[src/seed_pkg.sv]
package seed_pkg;

    // ==================================================
    // widths, reset values and iteration counts
    // ==================================================
    localparam int xlen = 32;
    localparam logic [xlen-1:0] reset_pc = 32'h8000_0000;
    localparam int mul_cycles = 32;
    localparam int cnt_w = $clog2(mul_cycles);

    // sequencer states
    localparam logic [1:0] st_idle       = 2'd0;
    localparam logic [1:0] st_wait_instr = 2'd1;
    localparam logic [1:0] st_wait_unit  = 2'd2;

    // ==================================================
    // opcode and function codes
    // ==================================================
    localparam logic [6:0] op_jal    = 7'b110_1111;
    localparam logic [6:0] op_jalr   = 7'b110_0111;
    localparam logic [6:0] op_branch = 7'b110_0011;
    localparam logic [6:0] op_op     = 7'b011_0011;

    localparam logic [2:0] f3_beq  = 3'b000;
    localparam logic [2:0] f3_bne  = 3'b001;
    localparam logic [2:0] f3_mul  = 3'b000;
    localparam logic [2:0] f3_divu = 3'b101;
    localparam logic [2:0] f3_remu = 3'b111;

    localparam logic [6:0] f7_muldiv = 7'b000_0001;

    typedef enum logic [2:0] {
        ic_plain,
        ic_jal,
        ic_jalr,
        ic_branch,
        ic_mul,
        ic_divu,
        ic_remu
    } iclass_e;

    typedef struct packed {
        logic [6:0] funct7;
        logic [4:0] rs2;
        logic [4:0] rs1;
        logic [2:0] funct3;
        logic [4:0] rd;
        logic [6:0] opcode;
    } r_fields_s;

    typedef struct packed {
        logic [11:0] imm12;
        logic [4:0]  rs1;
        logic [2:0]  funct3;
        logic [4:0]  rd;
        logic [6:0]  opcode;
    } i_fields_s;

    // one fetched word, seen as R format or as I format
    typedef union packed {
        r_fields_s r;
        i_fields_s i;
    } instr_word_u;

endpackage

[src/fetch_port.sv]
module fetch_port (
    input  logic                      clk,
    input  logic                      rst_n,
    input  logic                      fetch_start,
    input  logic [seed_pkg::xlen-1:0] pc,
    output logic                      fetch_req,
    output logic [seed_pkg::xlen-1:0] fetch_addr,
    input  logic                      fetch_valid,
    input  logic [seed_pkg::xlen-1:0] fetch_data,
    output seed_pkg::instr_word_u     instr,
    output logic                      instr_ready
);

    logic pending;
    logic take_word;

    assign take_word = fetch_valid && pending;

    // the sequencer moves its pc on the same edge that raises fetch_req,
    // and holds it until the word is back
    assign fetch_addr = pc;

    // ==================================================
    // request strobe and outstanding read
    // ==================================================
    always_ff @(posedge clk or negedge rst_n) begin
        if (!rst_n) begin
            fetch_req   <= 1'b0;
            pending     <= 1'b0;
            instr_ready <= 1'b0;
        end else begin
            fetch_req   <= fetch_start && !pending && !fetch_req;
            instr_ready <= take_word;
            if (fetch_req) begin
                pending <= 1'b1;
            end else if (fetch_valid) begin
                pending <= 1'b0;
            end
        end
    end

    // returned word, held for the decoder
    always_ff @(posedge clk) begin
        if (take_word) begin
            instr <= fetch_data;
        end
    end

endmodule

[src/instr_decode.sv]
module instr_decode (
    input  seed_pkg::instr_word_u     instr,
    input  logic [seed_pkg::xlen-1:0] pc,
    input  logic [seed_pkg::xlen-1:0] rs1_data,
    input  logic [seed_pkg::xlen-1:0] rs2_data,
    output logic [4:0]                rs1_addr,
    output logic [4:0]                rs2_addr,
    output logic [4:0]                rd,
    output seed_pkg::iclass_e         iclass,
    output logic [seed_pkg::xlen-1:0] target_pc,
    output logic                      take_target,
    output logic [seed_pkg::xlen-1:0] link_pc
);
    import seed_pkg::*;

    logic [xlen-1:0] raw;
    logic [xlen-1:0] imm_j;
    logic [xlen-1:0] imm_b;
    logic [xlen-1:0] imm_i;
    logic [xlen-1:0] jalr_sum;
    logic            operands_eq;

    assign raw = instr;

    assign rs1_addr = instr.r.rs1;
    assign rs2_addr = instr.r.rs2;
    assign rd       = instr.r.rd;
    assign link_pc  = pc + xlen'(4);

    // ==================================================
    // immediates and targets
    // ==================================================
    assign imm_j = {{11{raw[31]}}, raw[31], raw[19:12], raw[20], raw[30:21], 1'b0};
    assign imm_b = {{19{raw[31]}}, raw[31], raw[7], raw[30:25], raw[11:8], 1'b0};
    assign imm_i = {{20{instr.i.imm12[11]}}, instr.i.imm12};

    assign jalr_sum    = rs1_data + imm_i;
    assign operands_eq = (rs1_data == rs2_data);

    // ==================================================
    // classification
    // ==================================================
    always_comb begin
        iclass      = ic_plain;
        take_target = 1'b0;
        target_pc   = pc + imm_b;
        case (instr.r.opcode)
            op_jal: begin
                iclass      = ic_jal;
                take_target = 1'b1;
                target_pc   = pc + imm_j;
            end
            op_jalr: begin
                iclass      = ic_jalr;
                take_target = 1'b1;
                target_pc   = {jalr_sum[xlen-1:1], 1'b0};
            end
            op_branch: begin
                // only beq and bne are handled, the other compares run as plain
                if (instr.r.funct3 == f3_beq) begin
                    iclass      = ic_branch;
                    take_target = operands_eq;
                end else if (instr.r.funct3 == f3_bne) begin
                    iclass      = ic_branch;
                    take_target = !operands_eq;
                end
            end
            op_op: begin
                if (instr.r.funct7 == f7_muldiv) begin
                    case (instr.r.funct3)
                        f3_mul:  iclass = ic_mul;
                        f3_divu: iclass = ic_divu;
                        f3_remu: iclass = ic_remu;
                        default: iclass = ic_plain;
                    endcase
                end
            end
            default: begin
                iclass = ic_plain;
            end
        endcase
    end

endmodule

[src/pc_sequencer.sv]
module pc_sequencer (
    input  logic                      clk,
    input  logic                      rst_n,
    input  logic                      instr_ready,
    input  seed_pkg::iclass_e         iclass,
    input  logic [seed_pkg::xlen-1:0] target_pc,
    input  logic                      take_target,
    input  logic                      mul_done,
    input  logic                      div_done,
    input  logic [seed_pkg::xlen-1:0] mul_result,
    input  logic [seed_pkg::xlen-1:0] div_quot,
    input  logic [seed_pkg::xlen-1:0] div_rem,
    input  logic [seed_pkg::xlen-1:0] link_pc,
    input  logic [4:0]                rd,
    output logic [seed_pkg::xlen-1:0] pc,
    output logic                      fetch_start,
    output logic                      mul_start,
    output logic                      div_start,
    output logic                      wb_valid,
    output logic [4:0]                wb_rd,
    output logic [seed_pkg::xlen-1:0] wb_data
);
    import seed_pkg::*;

    logic [1:0]      state;
    iclass_e         class_q;
    logic [4:0]      rd_q;
    logic            first_fetch;
    logic            instr_go;
    logic            to_unit;
    logic            unit_done;
    logic [xlen-1:0] unit_data;

    // ==================================================
    // decisions taken in the cycle the word is decoded
    // ==================================================
    assign instr_go  = (state == st_wait_instr) && instr_ready;
    assign to_unit   = (iclass == ic_mul) || (iclass == ic_divu) || (iclass == ic_remu);
    assign unit_done = (state == st_wait_unit) &&
                       ((class_q == ic_mul) ? mul_done : div_done);

    // the first fetch leaves in the cycle after the idle state
    assign fetch_start = first_fetch || (instr_go && !to_unit) || unit_done;
    assign mul_start   = instr_go && (iclass == ic_mul);
    assign div_start   = instr_go && ((iclass == ic_divu) || (iclass == ic_remu));

    assign wb_valid = (instr_go && ((iclass == ic_jal) || (iclass == ic_jalr))) || unit_done;
    assign wb_rd    = unit_done ? rd_q : rd;

    always_comb begin
        case (class_q)
            ic_mul:  unit_data = mul_result;
            ic_divu: unit_data = div_quot;
            default: unit_data = div_rem;
        endcase
    end

    assign wb_data = unit_done ? unit_data : link_pc;

    // ==================================================
    // state and program counter
    // ==================================================
    always_ff @(posedge clk or negedge rst_n) begin
        if (!rst_n) begin
            state       <= st_idle;
            pc          <= reset_pc;
            class_q     <= ic_plain;
            first_fetch <= 1'b0;
        end else begin
            first_fetch <= (state == st_idle);
            case (state)
                st_idle: begin
                    state <= st_wait_instr;
                end
                st_wait_instr: begin
                    if (instr_go) begin
                        class_q <= iclass;
                        // pc stays on the mul/div until its result is written
                        if (to_unit) begin
                            state <= st_wait_unit;
                        end else if (take_target) begin
                            pc <= target_pc;
                        end else begin
                            pc <= pc + xlen'(4);
                        end
                    end
                end
                st_wait_unit: begin
                    if (unit_done) begin
                        state <= st_wait_instr;
                        pc    <= pc + xlen'(4);
                    end
                end
                default: begin
                    state <= st_idle;
                end
            endcase
        end
    end

    always_ff @(posedge clk) begin
        if (instr_go) begin
            rd_q <= rd;
        end
    end

endmodule

[src/restoring_divider.sv]
module restoring_divider (
    input  logic                      clk,
    input  logic                      rst_n,
    input  logic                      start,
    input  logic [seed_pkg::xlen-1:0] dividend,
    input  logic [seed_pkg::xlen-1:0] divisor,
    output logic                      done,
    output logic [seed_pkg::xlen-1:0] quotient,
    output logic [seed_pkg::xlen-1:0] remainder
);
    import seed_pkg::*;

    logic             busy;
    logic [cnt_w-1:0] count;
    logic [xlen-1:0]  dsor;
    logic [xlen:0]    partial;
    logic [xlen:0]    trial;
    logic             fits;

    // ==================================================
    // one shift-subtract step
    // ==================================================
    // the next dividend bit comes off the top of the quotient register
    assign partial = {remainder, quotient[xlen-1]};
    assign trial   = partial - {1'b0, dsor};
    assign fits    = (partial >= {1'b0, dsor});

    // a zero divisor always fits, so the quotient fills with ones and
    // the remainder ends up equal to the dividend

    always_ff @(posedge clk or negedge rst_n) begin
        if (!rst_n) begin
            busy  <= 1'b0;
            count <= '0;
            done  <= 1'b0;
        end else begin
            done <= 1'b0;
            if (start) begin
                busy  <= 1'b1;
                count <= '0;
            end else if (busy) begin
                count <= count + 1'b1;
                if (count == cnt_w'(mul_cycles - 1)) begin
                    busy <= 1'b0;
                    done <= 1'b1;
                end
            end
        end
    end

    always_ff @(posedge clk) begin
        if (start) begin
            dsor      <= divisor;
            quotient  <= dividend;
            remainder <= '0;
        end else if (busy) begin
            // a failed trial keeps the shifted partial, which is the restore
            remainder <= fits ? trial[xlen-1:0] : partial[xlen-1:0];
            quotient  <= {quotient[xlen-2:0], fits};
        end
    end

endmodule

[src/seed_frontend.sv]
module seed_frontend (
    input  logic                      clk,
    input  logic                      rst_n,
    output logic                      fetch_req,
    output logic [seed_pkg::xlen-1:0] fetch_addr,
    input  logic                      fetch_valid,
    input  logic [seed_pkg::xlen-1:0] fetch_data,
    output logic [4:0]                rs1_addr,
    output logic [4:0]                rs2_addr,
    input  logic [seed_pkg::xlen-1:0] rs1_data,
    input  logic [seed_pkg::xlen-1:0] rs2_data,
    output logic                      wb_valid,
    output logic [4:0]                wb_rd,
    output logic [seed_pkg::xlen-1:0] wb_data
);
    import seed_pkg::*;

    logic [xlen-1:0] pc;
    logic            fetch_start;
    instr_word_u     instr;
    logic            instr_ready;
    iclass_e         iclass;
    logic [xlen-1:0] target_pc;
    logic            take_target;
    logic [xlen-1:0] link_pc;
    logic [4:0]      rd;
    logic            mul_start;
    logic            div_start;
    logic            mul_done;
    logic            div_done;
    logic [xlen-1:0] mul_result;
    logic [xlen-1:0] div_quot;
    logic [xlen-1:0] div_rem;

    pc_sequencer u_pc_sequencer (
        .clk         (clk),
        .rst_n       (rst_n),
        .instr_ready (instr_ready),
        .iclass      (iclass),
        .target_pc   (target_pc),
        .take_target (take_target),
        .mul_done    (mul_done),
        .div_done    (div_done),
        .mul_result  (mul_result),
        .div_quot    (div_quot),
        .div_rem     (div_rem),
        .link_pc     (link_pc),
        .rd          (rd),
        .pc          (pc),
        .fetch_start (fetch_start),
        .mul_start   (mul_start),
        .div_start   (div_start),
        .wb_valid    (wb_valid),
        .wb_rd       (wb_rd),
        .wb_data     (wb_data)
    );

    fetch_port u_fetch_port (
        .clk         (clk),
        .rst_n       (rst_n),
        .fetch_start (fetch_start),
        .pc          (pc),
        .fetch_req   (fetch_req),
        .fetch_addr  (fetch_addr),
        .fetch_valid (fetch_valid),
        .fetch_data  (fetch_data),
        .instr       (instr),
        .instr_ready (instr_ready)
    );

    instr_decode u_instr_decode (
        .instr       (instr),
        .pc          (pc),
        .rs1_data    (rs1_data),
        .rs2_data    (rs2_data),
        .rs1_addr    (rs1_addr),
        .rs2_addr    (rs2_addr),
        .rd          (rd),
        .iclass      (iclass),
        .target_pc   (target_pc),
        .take_target (take_target),
        .link_pc     (link_pc)
    );

    // both units take their operands straight from the register file read
    shift_multiplier u_shift_multiplier (
        .clk     (clk),
        .rst_n   (rst_n),
        .start   (mul_start),
        .a       (rs1_data),
        .b       (rs2_data),
        .done    (mul_done),
        .product (mul_result)
    );

    restoring_divider u_restoring_divider (
        .clk       (clk),
        .rst_n     (rst_n),
        .start     (div_start),
        .dividend  (rs1_data),
        .divisor   (rs2_data),
        .done      (div_done),
        .quotient  (div_quot),
        .remainder (div_rem)
    );

endmodule

[src/shift_multiplier.sv]
module shift_multiplier (
    input  logic                      clk,
    input  logic                      rst_n,
    input  logic                      start,
    input  logic [seed_pkg::xlen-1:0] a,
    input  logic [seed_pkg::xlen-1:0] b,
    output logic                      done,
    output logic [seed_pkg::xlen-1:0] product
);
    import seed_pkg::*;

    logic             busy;
    logic [cnt_w-1:0] count;
    logic [xlen-1:0]  mcand;
    logic [xlen-1:0]  mplier;
    logic [xlen-1:0]  sum_next;

    // bits shifted past the top of mcand only reach the upper product half
    assign sum_next = mplier[0] ? (product + mcand) : product;

    always_ff @(posedge clk or negedge rst_n) begin
        if (!rst_n) begin
            busy  <= 1'b0;
            count <= '0;
            done  <= 1'b0;
        end else begin
            done <= 1'b0;
            if (start) begin
                busy  <= 1'b1;
                count <= '0;
            end else if (busy) begin
                count <= count + 1'b1;
                if (count == cnt_w'(mul_cycles - 1)) begin
                    busy <= 1'b0;
                    done <= 1'b1;
                end
            end
        end
    end

    always_ff @(posedge clk) begin
        if (start) begin
            mcand   <= a;
            mplier  <= b;
            product <= '0;
        end else if (busy) begin
            product <= sum_next;
            mcand   <= mcand << 1;
            mplier  <= mplier >> 1;
        end
    end

endmodule
[config.mk]
export PLATFORM = sky130hd
export DESIGN_NAME = seed_frontend
export DESIGN_NICKNAME = d
export VERILOG_FILES = /design/src/seed_pkg.sv /design/src/fetch_port.sv /design/src/instr_decode.sv /design/src/pc_sequencer.sv /design/src/restoring_divider.sv /design/src/seed_frontend.sv /design/src/shift_multiplier.sv
export SDC_FILE = /design/constraint.sdc
export NUM_CORES = 1
export LEC_CHECK = 0
export ABC_AREA = 1
export BUFFER_PORTS_ARGS = -buffer_cell sky130_fd_sc_hd__buf_2
export CAP_MARGIN = 10
export CORE_AREA = 8 8 279 281
export DETAILED_ROUTE_END_ITERATION = 6
export DIE_AREA = 0 0 287 289
export HOLD_SLACK_MARGIN = 0.15
export PLACE_DENSITY_LB_ADDON = 0.05
export SYNTH_ARGS = -nofsm -noshare
export SYNTH_HDL_FRONTEND = slang
export SYNTH_HIERARCHICAL = 1
export SYNTH_SLANG_ARGS = --single-unit
[constraint.sdc]
create_clock -name clk -period 5.48 [get_ports clk]
set_input_delay 0.548 -clock clk [delete_from_list [all_inputs] [get_ports clk]]
set_output_delay 0.548 -clock clk [all_outputs]
set_load 0.05 [all_outputs]
### After elaboration in Yosys (flattened, before gate mapping)

Index checks and enable logic that the tools add are counted.

| cells by class | value |
|---|---|
| add/sub/neg operators | 8 |
| $lt $le $gt $ge | 1 |
| reductions and logical operators | 31 |
| eq/ne operators | 24 |
| mux-type cells | 47 |

Operators with widths:

| cell | count |
|---|---|
| 32-bit two-way mux | 12 |
| 32-bit case mux with 2 select lines | 3 |
| 32-bit adder | 4 |
| 33-bit by 32-bit greater-or-equal comparator with 1-bit output | 1 |
| 32-bit by 3-bit adder with 32-bit output (second input constant) | 1 |
| 32-bit equality test | 1 |
| 32-bit subtractor | 1 |
| 5-bit two-way mux | 5 |
| 3-bit equality test (second input constant) | 7 |
| 7-bit equality test (second input constant) | 3 |
| 1-bit two-way mux | 17 |
| 3-bit case mux with 4 select lines | 1 |
| 5-bit by 1-bit adder with 5-bit output (second input constant) | 2 |
| 5-bit equality test (second input constant) | 2 |
| 1-bit logical AND | 9 |
| 3-bit case mux with 3 select lines | 1 |
| 2-bit two-way mux | 4 |
| 2-bit nonzero test | 4 |
| 7-bit by 1-bit equality test with 1-bit output (second input constant) | 1 |
| 7-bit by 6-bit equality test with 1-bit output (second input constant) | 1 |
| 1-bit logical OR | 7 |
| 3-bit by 1-bit equality test with 1-bit output (second input constant) | 2 |
| 3-bit two-way mux | 2 |
| 2-bit by 1-bit inequality test with 1-bit output (second input constant) | 3 |
| other kinds (13) | 17 |

| word-level totals | value |
|---|---|
| input bits | 99 |
| register bits after elaboration | 284 |
| output and inout port bits | 81 |

### Depth between registers and ports, before layout

Gate-level depths: netlist of run 1.

| logic depth | value |
|---|---|
| depth in word-level cells | 13 |
| depth in mapped cells | 24 |
| depth with buffers taken out | 24 |

### Modules after synthesis

The synthesis of run 1 kept the hierarchy.

Modules (own cells, without submodules):

| module | instances | cells an instance | area an instance (sq um) |
|---|---|---|---|
| restoring_divider | 1 | 990 | 6856.6 |
| shift_multiplier | 1 | 960 | 6610.1 |
| instr_decode | 1 | 1334 | 6510.0 |
| pc_sequencer | 1 | 736 | 4052.6 |
| fetch_port | 1 | 76 | 1312.5 |

### Worst setup path before layout of run 1

No wires, ideal clock.

| path | value |
|---|---|
| path type | flip-flop to flip-flop |
| start | register u_fetch_port/instr[31] (netlist name) |
| end | register u_restoring_divider/quotient[0] (netlist name) (enable) |
| arrival | 4787 ps |
| setup slack | 284 ps |
| setup time | 409 ps |
| stages on the path, launching flop included | 11 |
| required time | 5071 ps |
| buffers on the path | 2 |
| cells stage by stage | edfxtp_1 -> nor3_1 -> nand3_1 -> o31ai_1 -> or2_2 -> nand2_1 -> nor2_1 -> clkbuf_1 -> nor2_1 -> inv_1 -> clkbuf_1 |

| between the ends | value |
|---|---|
| word-level cells in the longest chain between the ends | 7 |
| elaborated cells between the ends (all ways) | 8 |
| classes of those cells | eq/ne: 3; mux: 2; reduce/logical: 3 |

RTL lines:

| element | line | source |
|---|---|---|
| from (decl) | fetch_port.sv:10 | `output seed_pkg::instr_word_u instr,` |
| from (signal assigned) | fetch_port.sv:45 | `instr <= fetch_data;` |
| 7-bit by 1-bit equality test with 1-bit output (*) | instr_decode.sv:69 | `if (instr.r.funct7 == f7_muldiv) begin` |
| 3-bit two-way mux (*) | instr_decode.sv:69 |  |
| 3-bit case mux with 4 select lines (*) | instr_decode.sv:47 | `case (instr.r.opcode)` |
| named net iclass[1] | seed_frontend.sv:22 | `iclass_e iclass;` |
| 3-bit equality test | pc_sequencer.sv:45 | `assign div_start = instr_go && ((iclass == ic_divu) \|\| (iclass == ic_remu));` |
| 1-bit logical OR (*) | pc_sequencer.sv:45 |  |
| 1-bit logical AND (*) | pc_sequencer.sv:45 |  |
| named net div_start | seed_frontend.sv:28 | `logic div_start;` |
| 2-bit nonzero test (no source line) (*) | - |  |
| to (signal assigned) | restoring_divider.sv:54 | `quotient <= dividend;` |
| to (signal assigned) | restoring_divider.sv:59 | `quotient <= {quotient[xlen-2:0], fits};` |
| to (decl) | restoring_divider.sv:8 | `output logic [seed_pkg::xlen-1:0] quotient,` |

The timed path passes the listed nets; every way through them passes the cells marked *.
A chain may end at the register's enable or synchronous reset.

### Worst setup path after layout of run 1

| path | value |
|---|---|
| start | register u_pc_sequencer/pc[2] (netlist name) |
| end | output port wb_data[16] (netlist name) |

| between the ends | value |
|---|---|
| word-level cells in the longest chain between the ends | 2 |

RTL lines:

| element | line | source |
|---|---|---|
| from (decl) | pc_sequencer.sv:15 | `output logic [seed_pkg::xlen-1:0] pc,` |
| from (signal assigned) | pc_sequencer.sv:66 | `pc <= reset_pc;` |
| from (signal assigned) | pc_sequencer.sv:82 | `pc <= target_pc;` |
| from (signal assigned) | pc_sequencer.sv:84 | `pc <= pc + xlen'(4);` |
| 32-bit by 3-bit adder with 32-bit output | instr_decode.sv:28 | `assign link_pc = pc + xlen'(4);` |
| named net link_pc[16] | seed_frontend.sv:25 | `logic [xlen-1:0] link_pc;` |
| 32-bit two-way mux | pc_sequencer.sv:58 | `assign wb_data = unit_done ? unit_data : link_pc;` |
| to (decl) | seed_frontend.sv:14 | `output logic [seed_pkg::xlen-1:0] wb_data` |

The timed path passes the listed nets, and every way through them passes these cells.

==> reports/qor.yml, run 1 <==
power_and_ir_drop:
  p_total_mw: 8.86
  leakage_nw: 15.4
  ir_worst_vdd_v: 0.000280
  powerDensity_nw_per_um2: 311
logic_synthesis:
  yosysWarnings: 6
  synth-main-ff-cell: "edfxtp_1"
  async_reset_ff_share_pct: 19.4
  synth_area_leaders: "nand2_1 25%, edfxtp_1 20%, inv_1 9.5%, nand3_1 6.9%, ha_1 6.5%"
  syn-instance-count: 4096
  yosys.cell_types.count: 53
  syn_area_per_cell_sq_um: 6.19
  ys_ff_latch: 284
  synth_largest_area_cell: "nand2_1"
  netlist_area_sq_um: 25300
  yosysMostFrequentCell: "nand2_1"
  synth-seq-area-share_pct: 30.0
  synth_top_cell_area_share_pct: 24.9
  netlist_top_cells_count: "1,684 x nand2_1, 639 x inv_1, 347 x nand3_1, 347 x nor2_1, 165 x edfxtp_1"
  synth_nets: 4331
  synth_edf_count: 165
clock_network:
  cts_resized: 0
  cts.clk_slew.worst_paths_ns: 0.06
  clk_latency_ns: 0.57
  tritoncts: "built"
  cts_buffers: 39
  cts_buffer_depth: 3
  numClockSinks: 284
  clockRootBuffer: "clkbuf_16"
  ctsHtreeMaxLevel: 2
place:
  dp.final_hpwl_microns: 80200
  io_buffer_count: 179
  gp_congestion: 0.925
  placed_cell_area_sq_um: 26800
final_layout:
  nets: 4463
  area_delta_synth_final_pct: 12.3
  drive_gt1_share_pct: 8.48
  final_cell_area_sq_um: 28500
  post-route-util_pct: 38.7
critical_path:
  rrSetupSlack_ns: 1.78
  worstPathRequired_ns: 4.93
  worstPathArrival_ns: 3.31
  crit_fanout: 10
  criticalPathCategory: "reg2out"
  worstSetupEndpointType: "output port"
  critPathLaunchType: "register"
timing:
  finalSetupViolCount: 0
  finClkSkew_ns: 0.0216
  fin_hold_ws_ns: 0.182
  rsz0062_at_grt: "no"
  setup_tns_ns: 0
  finalHoldViolCount: 0
  worst_slew_pin_slew_ns: 1.14
  finalCritPeriodShare_pct: 70.5
  max_freq_mhz: 259
  drv_slew: 0
  slew-limit-headroom_pct: 23.9
  min_period_ns: 3.86
route:
  first_iter_violations: 1922
  routed_wl_microns: 102000
  firstDrtPassIters: 6
  via_count: 25300
  wl_per_cell_microns: 19.5
  ant_nets: 0
  via_per_inst: 4.85
  drc: 0
hold_path:
  holdCritPathClass: "in2reg"
die:
  core_sq_um: 73600
  initial_core_util_pct: 34.4
  rows: 100
  fp.dieArea_sq_um: 82900
  boundaryPins: 180
  die_w_microns: 287
  die_y_microns: 289
global_route:
  antenna_found_initial: 3
  grt_pass1_wl_microns: 154000
  grt_util_all_layers_pct: 24.1
  grt_max_degree: 76
  grt_pass1_vias: 25200
  gr-total-overflow: 0
status:
  status: "complete, no violations"
flow_run:
  maxCapViolations: 0
per-layer routing:
| layer | vias up | global-route usage, % | wire (microns) |
|---|---|---|---|
| met5 | - | 0 | 0 |
| met3 | 114 | 2.72 | 4530 |
| met1 | 11600 | 30.5 | 44900 |
| met2 | 620 | 42.9 | 49700 |
| li1 | 13000 | - | - |
| met4 | 0 | 6.80 | 2740 |
path summary, 6_finish.rpt:
| check | cells after the start | start | end |
|---|---|---|---|
| worst max register to register | 10 | u_fetch_port/instr[3] | u_restoring_divider/quotient[26] |
| max in group asynchronous | 3 | rst_n | u_restoring_divider/count[2] |
| worst min-delay path | 1 | fetch_data[4] | u_fetch_port/instr[4] |
| worst max-delay path | 10 | u_pc_sequencer/pc[2] | wb_data[16] |
| min in group asynchronous | 2 | rst_n | u_pc_sequencer/pc[30] |
| worst min register to register | 1 | u_pc_sequencer/state[1] | u_pc_sequencer/first_fetch |
area by class of cell:
cell class,instances,area [sq um]
fillers,8187,45100
multi-input cells,3026,14500
flip-flops and latches,284,7610
inverters,648,2430
repair buffers,229,1350
well taps,969,1210
clock buffers,50,1080
clock inverters,20,236
diodes,3,7.51
logic make-up (layout without fill, tap and decap cells):
logic type	after synthesis	in the layout	synth area share, %
and+or+nand+nor	2563	2563	42.2
buffers and inverters	786	947	12.7
adders and majority gates	136	136	6.83
AOI/OAI and AO/OA	235	235	4.93
other	0	3	0
DFF	284	284	30.0
muxes	4	4	0.178
xor gates and xnor gates	88	88	3.04
through the flow:
stage               cells  setup slack [ns]
detailed placement   5126              1.75
CTS                  5226              1.54
finish               5229              1.62
global route         5227              1.43
floorplan            4096             0.284
global placement     5126              1.77
timing repair:
action	CTS	global route
hold buffers	30	0
hold endpoints to repair	40	0
setup buffers	0	0
setup endpoints to repair	0	0
sequential cells by signal, indices dropped and copies added, names as in the netlist, 2 cells and up:
signal and count:
u_shift_multiplier/count 5, u_pc_sequencer/class_q 3, u_shift_multiplier/mplier 32, u_pc_sequencer/state 2, u_shift_multiplier/product 32, u_shift_multiplier/mcand 32
u_fetch_port/instr 32, u_restoring_divider/count 5, u_pc_sequencer/pc 32, u_pc_sequencer/rd_q 5, u_restoring_divider/remainder 32, u_restoring_divider/dsor 32
u_restoring_divider/quotient 32
report_power, final:
group | switching (mW) | internal [mW]
Sequential | 0.528 | 2.36
Combinational | 2.37 | 0.915
Clock | 1.10 | 1.59
cell usage in the layout (no fill, tap or decap), types with 6 or more instances in the layout:
master         netlist  layout
nand2_1           1684    1683
inv_1              639     637
nand3_1            347     347
nor2_1             347     343
buf_2               27     179
edfxtp_1           165     165
ha_1               132     132
a21oi_1            104     104
o21ai_0             85      85
dfxtp_1             64      64
dfrtp_1             54      54
xnor2_1             50      50
clkbuf_16            0      40
nand4_1             38      38
xor2_1              38      38
dlygate4sd3_1        0      30
nand3b_1            26      26
nor3_1              25      25
nand2_2             22      22
buf_4               51      20
o21ai_1             18      18
nor2_2              15      16
nand3_2             15      15
nor2_4               9      12
o21bai_1            12      12
inv_2                7       9
and2_1               8       8
clkinv_1             2       6
clkbuf_1            51       6
nand2_4              5       6
or2_2                6       6
critical path: stages (launching register included):
cell and delay [ns]:
dfrtp_1 0.61, ha_1 0.28, nand3_2 0.11, nor2_2 0.29, nand2_2 0.14, nor2_4 0.19, nand2_2 0.10, xor2_1 0.17
nand2_1 0.19, o21ai_0 0.28, buf_2 0.36
Power figures use the tool's default switching activity.
==> run 2, diff against run 1 <==
==> constraint.sdc (replaced) <==
create_clock -name clk -period 3.4 [get_ports clk]
set_input_delay 0.34 -clock clk [delete_from_list [all_inputs] [get_ports clk]]
set_output_delay 0.34 -clock clk [all_outputs]
set_load 0.05 [all_outputs]
==> reports/qor.yml, run 2 (same netlist as run 1, synthesis figures left out) <==
global_route:
  grt_pass1_wl_microns: 156000  # +1.3%
  grt_util_all_layers_pct: 24.4  # +0.34 points
  grt_pass1_vias: 25400  # +0.63%
  antenna_found_initial: 1  # -2
  gr-total-overflow: 0  # unchanged
  grt_max_degree: 92  # +21%
critical_path:
  worstPathRequired_ns: 3.06  # -1.87 ns
  worstPathArrival_ns: 3.01  # -0.30 ns
  crit_fanout: 2  # -8
  startpoint: "u_pc_sequencer/pc[2]"
  critPathLaunchType: "register"
  worst_r2r_startpoint: "u_fetch_port/instr[6]"
  r2r_cells: 21  # +11
  criticalPathCategory: "reg2out"
  worstSetupEndpointType: "output port"
place:
  io_buffer_count: 179  # unchanged
  placed_cell_area_sq_um: 27600  # +2.9%
  dp.final_hpwl_microns: 82700  # +3.1%
  gp_congestion: 0.928  # +0.30%
clock_network:
  cts_buffer_depth: 3  # unchanged
  tritoncts: "built"
  clockRootBuffer: "clkbuf_16"
  ctsHtreeMaxLevel: 2  # unchanged
  cts.clk_slew.worst_paths_ns: 0.06  # about the same
  clk_latency_ns: 0.58  # about the same
  numClockSinks: 284  # unchanged
  cts_buffers: 40  # +2.6%
  postCtsSetupBuffers: 0  # unchanged
route:
  ant_nets: 0  # unchanged
  routed_wl_microns: 103000  # +1.2%
  drc: 0  # unchanged
  wl_per_cell_microns: 19.4  # -0.63%
  via_count: 25700  # +1.4%
  via_per_inst: 4.83  # -0.37%
  firstDrtPassIters: 5  # -1
  first_iter_violations: 1959  # +1.9%
die:
  die_y_microns: 289  # unchanged
  fp.dieArea_sq_um: 82900  # unchanged
  boundaryPins: 180  # unchanged
  initial_core_util_pct: 34.4  # unchanged
  die_w_microns: 287  # unchanged
  core_sq_um: 73600  # unchanged
  rows: 100  # unchanged
power_and_ir_drop:
  power_frac_seq_pct: 29.4  # -3.2 points
  combPwrFrac_pct: 41.4  # +4.3 points
  intPower_mw: 8.26  # +70%
  p_switching_mw: 6.65  # +66%
  ir_worst_vdd_v: 0.000480  # +71%
  leakage_nw: 16.0  # +3.6%
  powerDensity_nw_per_um2: 502  # +61%
  clkPwrFrac_pct: 29.1  # -1.2 points
  swShare_pct: 44.6  # -0.52 points
final_layout:
  area_delta_synth_final_pct: 17.2
  drive_gt1_share_pct: 10.1  # +1.6 points
  nets: 4557  # +2.1%
  final_common_cell: "nand2_1"
  final_cell_mix: "1,679 x nand2_1, 637 x inv_1, 345 x nand3_1, 337 x nor2_1, 165 x edfxtp_1"
  diodes: 0  # -3
  final_cell_area_sq_um: 29700  # +4.3%
  fillCellCount: 8096  # -1.1%
timing:
  max_freq_mhz: 299
  finClkSkew_ns: 0.0225  # +0.000938 ns
  finalHoldViolCount: 0  # unchanged
  drv_slew: 0  # unchanged
  worst_slew_pin_slew_ns: 0.686  # -0.454 ns
  slew-limit-headroom_pct: 54.3  # +30 points
  min_period_ns: 3.35
  finalCritPeriodShare_pct: 98.5
  fin_hold_ws_ns: 0.168  # -0.0139 ns
  finalSetupViolCount: 0  # unchanged
hold_path:
  whs_path_depth: 3  # +2
  worstHoldStart: "rs1_data[28]"
  holdCritPathClass: "in2reg"
status:
  status: "complete, no violations"
flow_run:
  maxCapViolations: 0  # unchanged
[run 2: final timing paths]
path / end / slack, ns
worst min-delay path: u_shift_multiplier/mcand[28] / 0.17
min in group asynchronous: u_pc_sequencer/pc[8] / 0.43
max in group asynchronous: u_shift_multiplier/count[4] / 2.13
worst max-delay path: wb_data[16] / 0.05
worst min register to register: u_pc_sequencer/first_fetch / 0.43
worst max register to register: u_pc_sequencer/pc[14] / 0.24
[run 2: through the flow]
step           utilization, %  instances  setup slack (ns)  power, mW  setup TNS, ns
2_1_floorplan               -       4096            0.0509       8.23              0
3_3_place_gp             37.5       5181             0.270       10.5              0
3_5_place_dp             37.5       5181             0.227       10.5              0
4_1_cts                  40.3       5323            0.0196       15.0              0
5_1_grt                  40.4       5323           -0.0288       15.7        -0.0288
6_report                 40.4       5323            0.0515       14.9              0
[run 2: final cells by class]
cell class,count,area [sq um],share of cell area (%)
Clock inverter,21,194,0.653
Tap cell,969,1210,4.08
Inverter,648,2430,8.19
Multi-Input combinational cell,3026,14600,49.2
Clock buffer,53,1130,3.81
Timing Repair Buffer,322,2500,8.42
Sequential cell,284,7610,25.6
[run 2: routing by layer]
metal	GRT usage, %	part of all wire [%]	vias to the layer above
li1	-	-	13100
met1	31.2	44	11800
met2	42.7	48	640
met3	2.30	4.1	158
met4	8.65	3.8	0
met5	0	0	-
[run 2: timing repair]
| item | 4_1_cts | 5_1_grt |
|---|---|---|
| hold buffers | 68 | 0 |
| hold endpoints to repair | 120 | 0 |
| pin swaps | 0 | 0 |
| setup endpoints to repair | 2 | 25 |
| gates resized for setup | 3 | 22 |
[run 2: worst max-delay path: stages, from the launching register on]
cell and delay (ns):
dfrtp_1 0.38, ha_1 0.23, nand3_2 0.11, nor2_2 0.28, nand2_2 0.15, nor2_4 0.19, nand2_2 0.10, xor2_1 0.25
nand2_1 0.22, o21ai_1 0.32, buf_12 0.20
[run 2: power groups by stage]
stage                     combinational [mW]  clock, mW  sequential (mW)
final                                   6.18       4.35             4.39
after detailed placement                6.06          0             4.46
after CTS                               6.15       4.45             4.39
after floorplan                         3.99          0             4.25
after global placement                  6.07          0             4.46
after global routing                    6.75       4.55             4.40
==> run 3, diff against run 2 <==
--- a/config.mk
+++ b/config.mk
@@ -8,12 +8,11 @@
 export ABC_AREA = 1
 export BUFFER_PORTS_ARGS = -buffer_cell sky130_fd_sc_hd__buf_2
 export CAP_MARGIN = 10
-export CORE_AREA = 8 8 279 281
+export CORE_AREA = 8 8 263 265
 export DETAILED_ROUTE_END_ITERATION = 6
-export DIE_AREA = 0 0 287 289
+export DIE_AREA = 0 0 271 273
 export HOLD_SLACK_MARGIN = 0.15
 export PLACE_DENSITY_LB_ADDON = 0.05
 export SYNTH_ARGS = -nofsm -noshare
 export SYNTH_HDL_FRONTEND = slang
-export SYNTH_HIERARCHICAL = 1
 export SYNTH_SLANG_ARGS = --single-unit
==> reports/qor.yml, run 3 <==
status:
  status: "complete, no violations"
timing:
  min_period_ns: 3.33  # -0.0145 ns
  rsz0062_at_grt: "yes"
  finalSetupViolCount: 0  # unchanged
  drv_slew: 0  # unchanged
  max_freq_mhz: 300  # +0.43%
  finClkSkew_ns: 0.0376  # +0.0151 ns
  fin_hold_ws_ns: 0.234  # +0.0657 ns
  slew-limit-headroom_pct: 34.6  # -20 points
  finalHoldViolCount: 0  # unchanged
  finalCritPeriodShare_pct: 98.1  # -0.43 points
  worst_slew_pin_slew_ns: 0.981  # +0.296 ns
  setup_tns_ns: 0  # unchanged
critical_path:
  criticalPathCategory: "reg2out"
  cp_slowest_stage_delay_ns: 0.40  # +0.02 ns
  critPathLaunchType: "register"
  reg2reg_to: "u_pc_sequencer.pc[21]"
  cp.depth: 10  # unchanged
  slowest_stage: "dfrtp_1"
  startpoint: "u_pc_sequencer.class_q[1]"
  path_cells: "nor2_2 -> inv_2 -> nor2_4 -> buf_4 -> inv_1 -> buf_4 -> o221ai_1 -> nand2_1 -> o21ai_0 -> buf_2"
  worstSetupEndpointType: "output port"
  cp_common_cell: "buf_4"
  cp_num_buf_inv: 5  # +4
  worstPathRequired_ns: 3.06  # about the same
  crit_end: "wb_data[29]"
  path_delay_family: "buffers and inverters"
  r2r_cells: 20  # -4.8%
  rrSetupSlack_ns: 0.29  # +0.05 ns
  crit_fanout: 8  # +6
  worstPathArrival_ns: 2.99  # -0.02 ns
  worst_r2r_startpoint: "u_fetch_port.instr[1]"
power_and_ir_drop:
  powerDensity_nw_per_um2: 535  # +6.4%
  power_frac_seq_pct: 29.8  # +0.4 points
  ir_worst_vdd_v: 0.000647  # +35%
  clkPwrFrac_pct: 29.0  # about the same
  leakage_nw: 13.4  # -16%
  p_total_mw: 14.3  # -4.3%
  p_switching_mw: 6.45  # -3.1%
  swShare_pct: 45.2  # +0.55 points
  intPower_mw: 7.83  # -5.2%
  combPwrFrac_pct: 41.3  # about the same
clock_network:
  clk_latency_ns: 0.60  # +0.02 ns
  ctsHtreeMaxLevel: 2  # unchanged
  tritoncts: "built"
  cts.clk_slew.worst_paths_ns: 0.06  # about the same
  clockRootBuffer: "clkbuf_16"
  cts_buffers: 39  # -2.5%
  cts_buffer_depth: 3  # unchanged
  numClockSinks: 283  # -0.35%
logic_synthesis:
  synth_area_leaders: "edfxtp_1 22%, nand2_1 19%, inv_1 8.5%, ha_1 7.3%, nand3_1 6.2%"
  synth-seq-area-share_pct: 33.8  # +3.8 points
  syn-instance-count: 3353  # -18%
  synth_top_cell_area_share_pct: 22.1  # -2.9 points
  syn_area_per_cell_sq_um: 6.69  # +8.2%
  yosysMostFrequentCell: "nand2_1"
  yosysWarnings: 0  # -6
  async_reset_ff_share_pct: 19.1  # -0.28 points
  synth_largest_area_cell: "edfxtp_1"
  netlist_area_sq_um: 22400  # -11%
  synth-main-ff-cell: "edfxtp_1"
  synth_edf_count: 165  # unchanged
  ys_ff_latch: 283  # -0.35%
  netlist_top_cells_count: "1,130 x nand2_1, 507 x inv_1, 276 x nand3_1"
  synth_nets: 3587  # -17%
  yosys.cell_types.count: 59  # +11%
final_layout:
  area_delta_synth_final_pct: 19.0
  drive_gt1_share_pct: 10.5  # +0.39 points
  regArea_sq_um: 7600  # -0.21%
  nets: 3858  # -15%
  final_cell_mix: "1,129 x nand2_1, 507 x inv_1, 275 x nand3_1, 221 x nor2_1, 181 x o21ai_0"
  post-route-util_pct: 41.1  # +0.70 points
  final_cell_area_sq_um: 26700  # -10%
  fillCellCount: 6972  # -14%
  multiInputGateArea_sq_um: 12500  # -15%
  diodes: 0  # unchanged
  final_common_cell: "nand2_1"
die:
  rows: 94  # -6.0%
  core_sq_um: 65000  # -12%
  die_y_microns: 273  # -5.5%
  die_w_microns: 271  # -5.6%
  initial_core_util_pct: 34.5  # +0.051 points
  boundaryPins: 180  # unchanged
  fp.dieArea_sq_um: 74000  # -11%
global_route:
  grt_pass1_vias: 23100  # -9.1%
  grt_util_all_layers_pct: 26.1  # +1.7 points
  grt_pass1_wl_microns: 146000  # -6.3%
  antenna_found_initial: 3  # +2
  grt_max_degree: 71  # -23%
  gr-total-overflow: 0  # unchanged
route:
  via_per_inst: 5.14  # +6.4%
  drc: 0  # unchanged
  routed_wl_microns: 99800  # -3.2%
  ant_nets: 0  # unchanged
  via_count: 23200  # -9.7%
  first_iter_violations: 1768  # -9.7%
  firstDrtPassIters: 6  # +1
  wl_per_cell_microns: 22.1  # +14%
hold_path:
  holdCritPathClass: "in2reg"
place:
  gp_congestion: 0.981  # +5.7%
  placed_cell_area_sq_um: 24600  # -11%
  dp.final_hpwl_microns: 81000  # -2.2%
  io_buffer_count: 178  # -0.56%
flow_run:
  maxCapViolations: 0  # unchanged
run 3: changes by cell type in the layout (fill, tap and decap cells not counted), moves of 15 or more:
cell and delta:
nor2_2 -17, o21ai_0 +98, nor2_1 -116, buf_12 -15, a21oi_1 +73, nand3_1 -70, o211ai_1 +15, nand2_1 -550
nand3b_1 -18, nand2_2 -21, inv_1 -130, nand3_2 -15
run 3: metrics by stage:
step | setup slack, ns | instances
3_3_place_gp | 0.124 | 4373
3_5_place_dp | 0.125 | 4373
5_1_grt | -0.00938 | 4519
6_report | 0.0660 | 4519
2_1_floorplan | 0.133 | 3353
4_1_cts | 0.0308 | 4514
run 3: worst min-delay path by stage:
stage / startpoint / end / slack (ns) / cells after the start
final: rs1_data[10] / u_shift_multiplier.mcand[10] / 0.23 / 3
after global placement: u_pc_sequencer.state[0] / u_pc_sequencer.first_fetch / 0.43 / 1
after CTS: rs1_data[11] / u_restoring_divider.quotient[11] / 0.20 / 3
after floorplan: rst_n / u_fetch_port.fetch_req / 0.04 / 0
after detailed placement: u_pc_sequencer.state[0] / u_pc_sequencer.first_fetch / 0.43 / 1
after global routing: rs1_data[16] / u_shift_multiplier.mcand[16] / 0.24 / 3
run 3: tightest hold or removal path, delay by kind of cell:
family / cells / cell delay, ns
AO/OA/AOI/OAI: 1 / 0.07
buffers and inverters: 2 / 0.24
run 3: cell families (layout without fill, tap and decap cells):
| logic type | count (synthesis) | in the layout | share of synthesized area (%) |
|---|---|---|---|
| xor+xnor | 93 | 93 | 3.63 |
| buf+inv | 615 | 917 | 10.9 |
| compound gates | 464 | 464 | 11.4 |
| simple gates | 1760 | 1760 | 32.5 |
| flops | 283 | 283 | 33.8 |
| mux | 2 | 2 | 0.0892 |
| other cells | 1 | 1 | 0.0167 |
| fa+ha+maj | 135 | 135 | 7.66 |
run 3: cell type report:
type	count	share of cell area, %
Multi-Input combinational cell	2455	46.7
Sequential cell	283	28.4
Timing Repair Buffer	328	8.78
Inverter	517	7.27
Tap cell	864	4.05
Clock buffer	47	3.88
Clock inverter	25	0.857
run 3: power by group through the flow:
stage          clock [mW]  combinational, mW  sequential [mW]
2_1_floorplan           0               3.16             4.72
3_3_place_gp            0               5.71             4.30
3_5_place_dp            0               5.68             4.30
4_1_cts              4.22               5.79             4.23
5_1_grt              4.36               6.38             4.26
6_report             4.14               5.89             4.25
run 3: what timing repair did:
item                                   CTS  global route
endpoints found under the hold margin  109             0
cloned                                   0             0
buffers inserted                         3             5
pin swaps                                1             1
resized for setup                       16            14
hold buffers                            66             0
setup endpoints to repair               29            30
run 3: metal layers:
layer,vias up,routed length [microns],track usage [%]
li1,11400,-,-
met1,11000,41000,30.8
met2,642,49200,46.8
met3,165,4900,3.73
met4,4,4640,11.3
met5,-,22,0
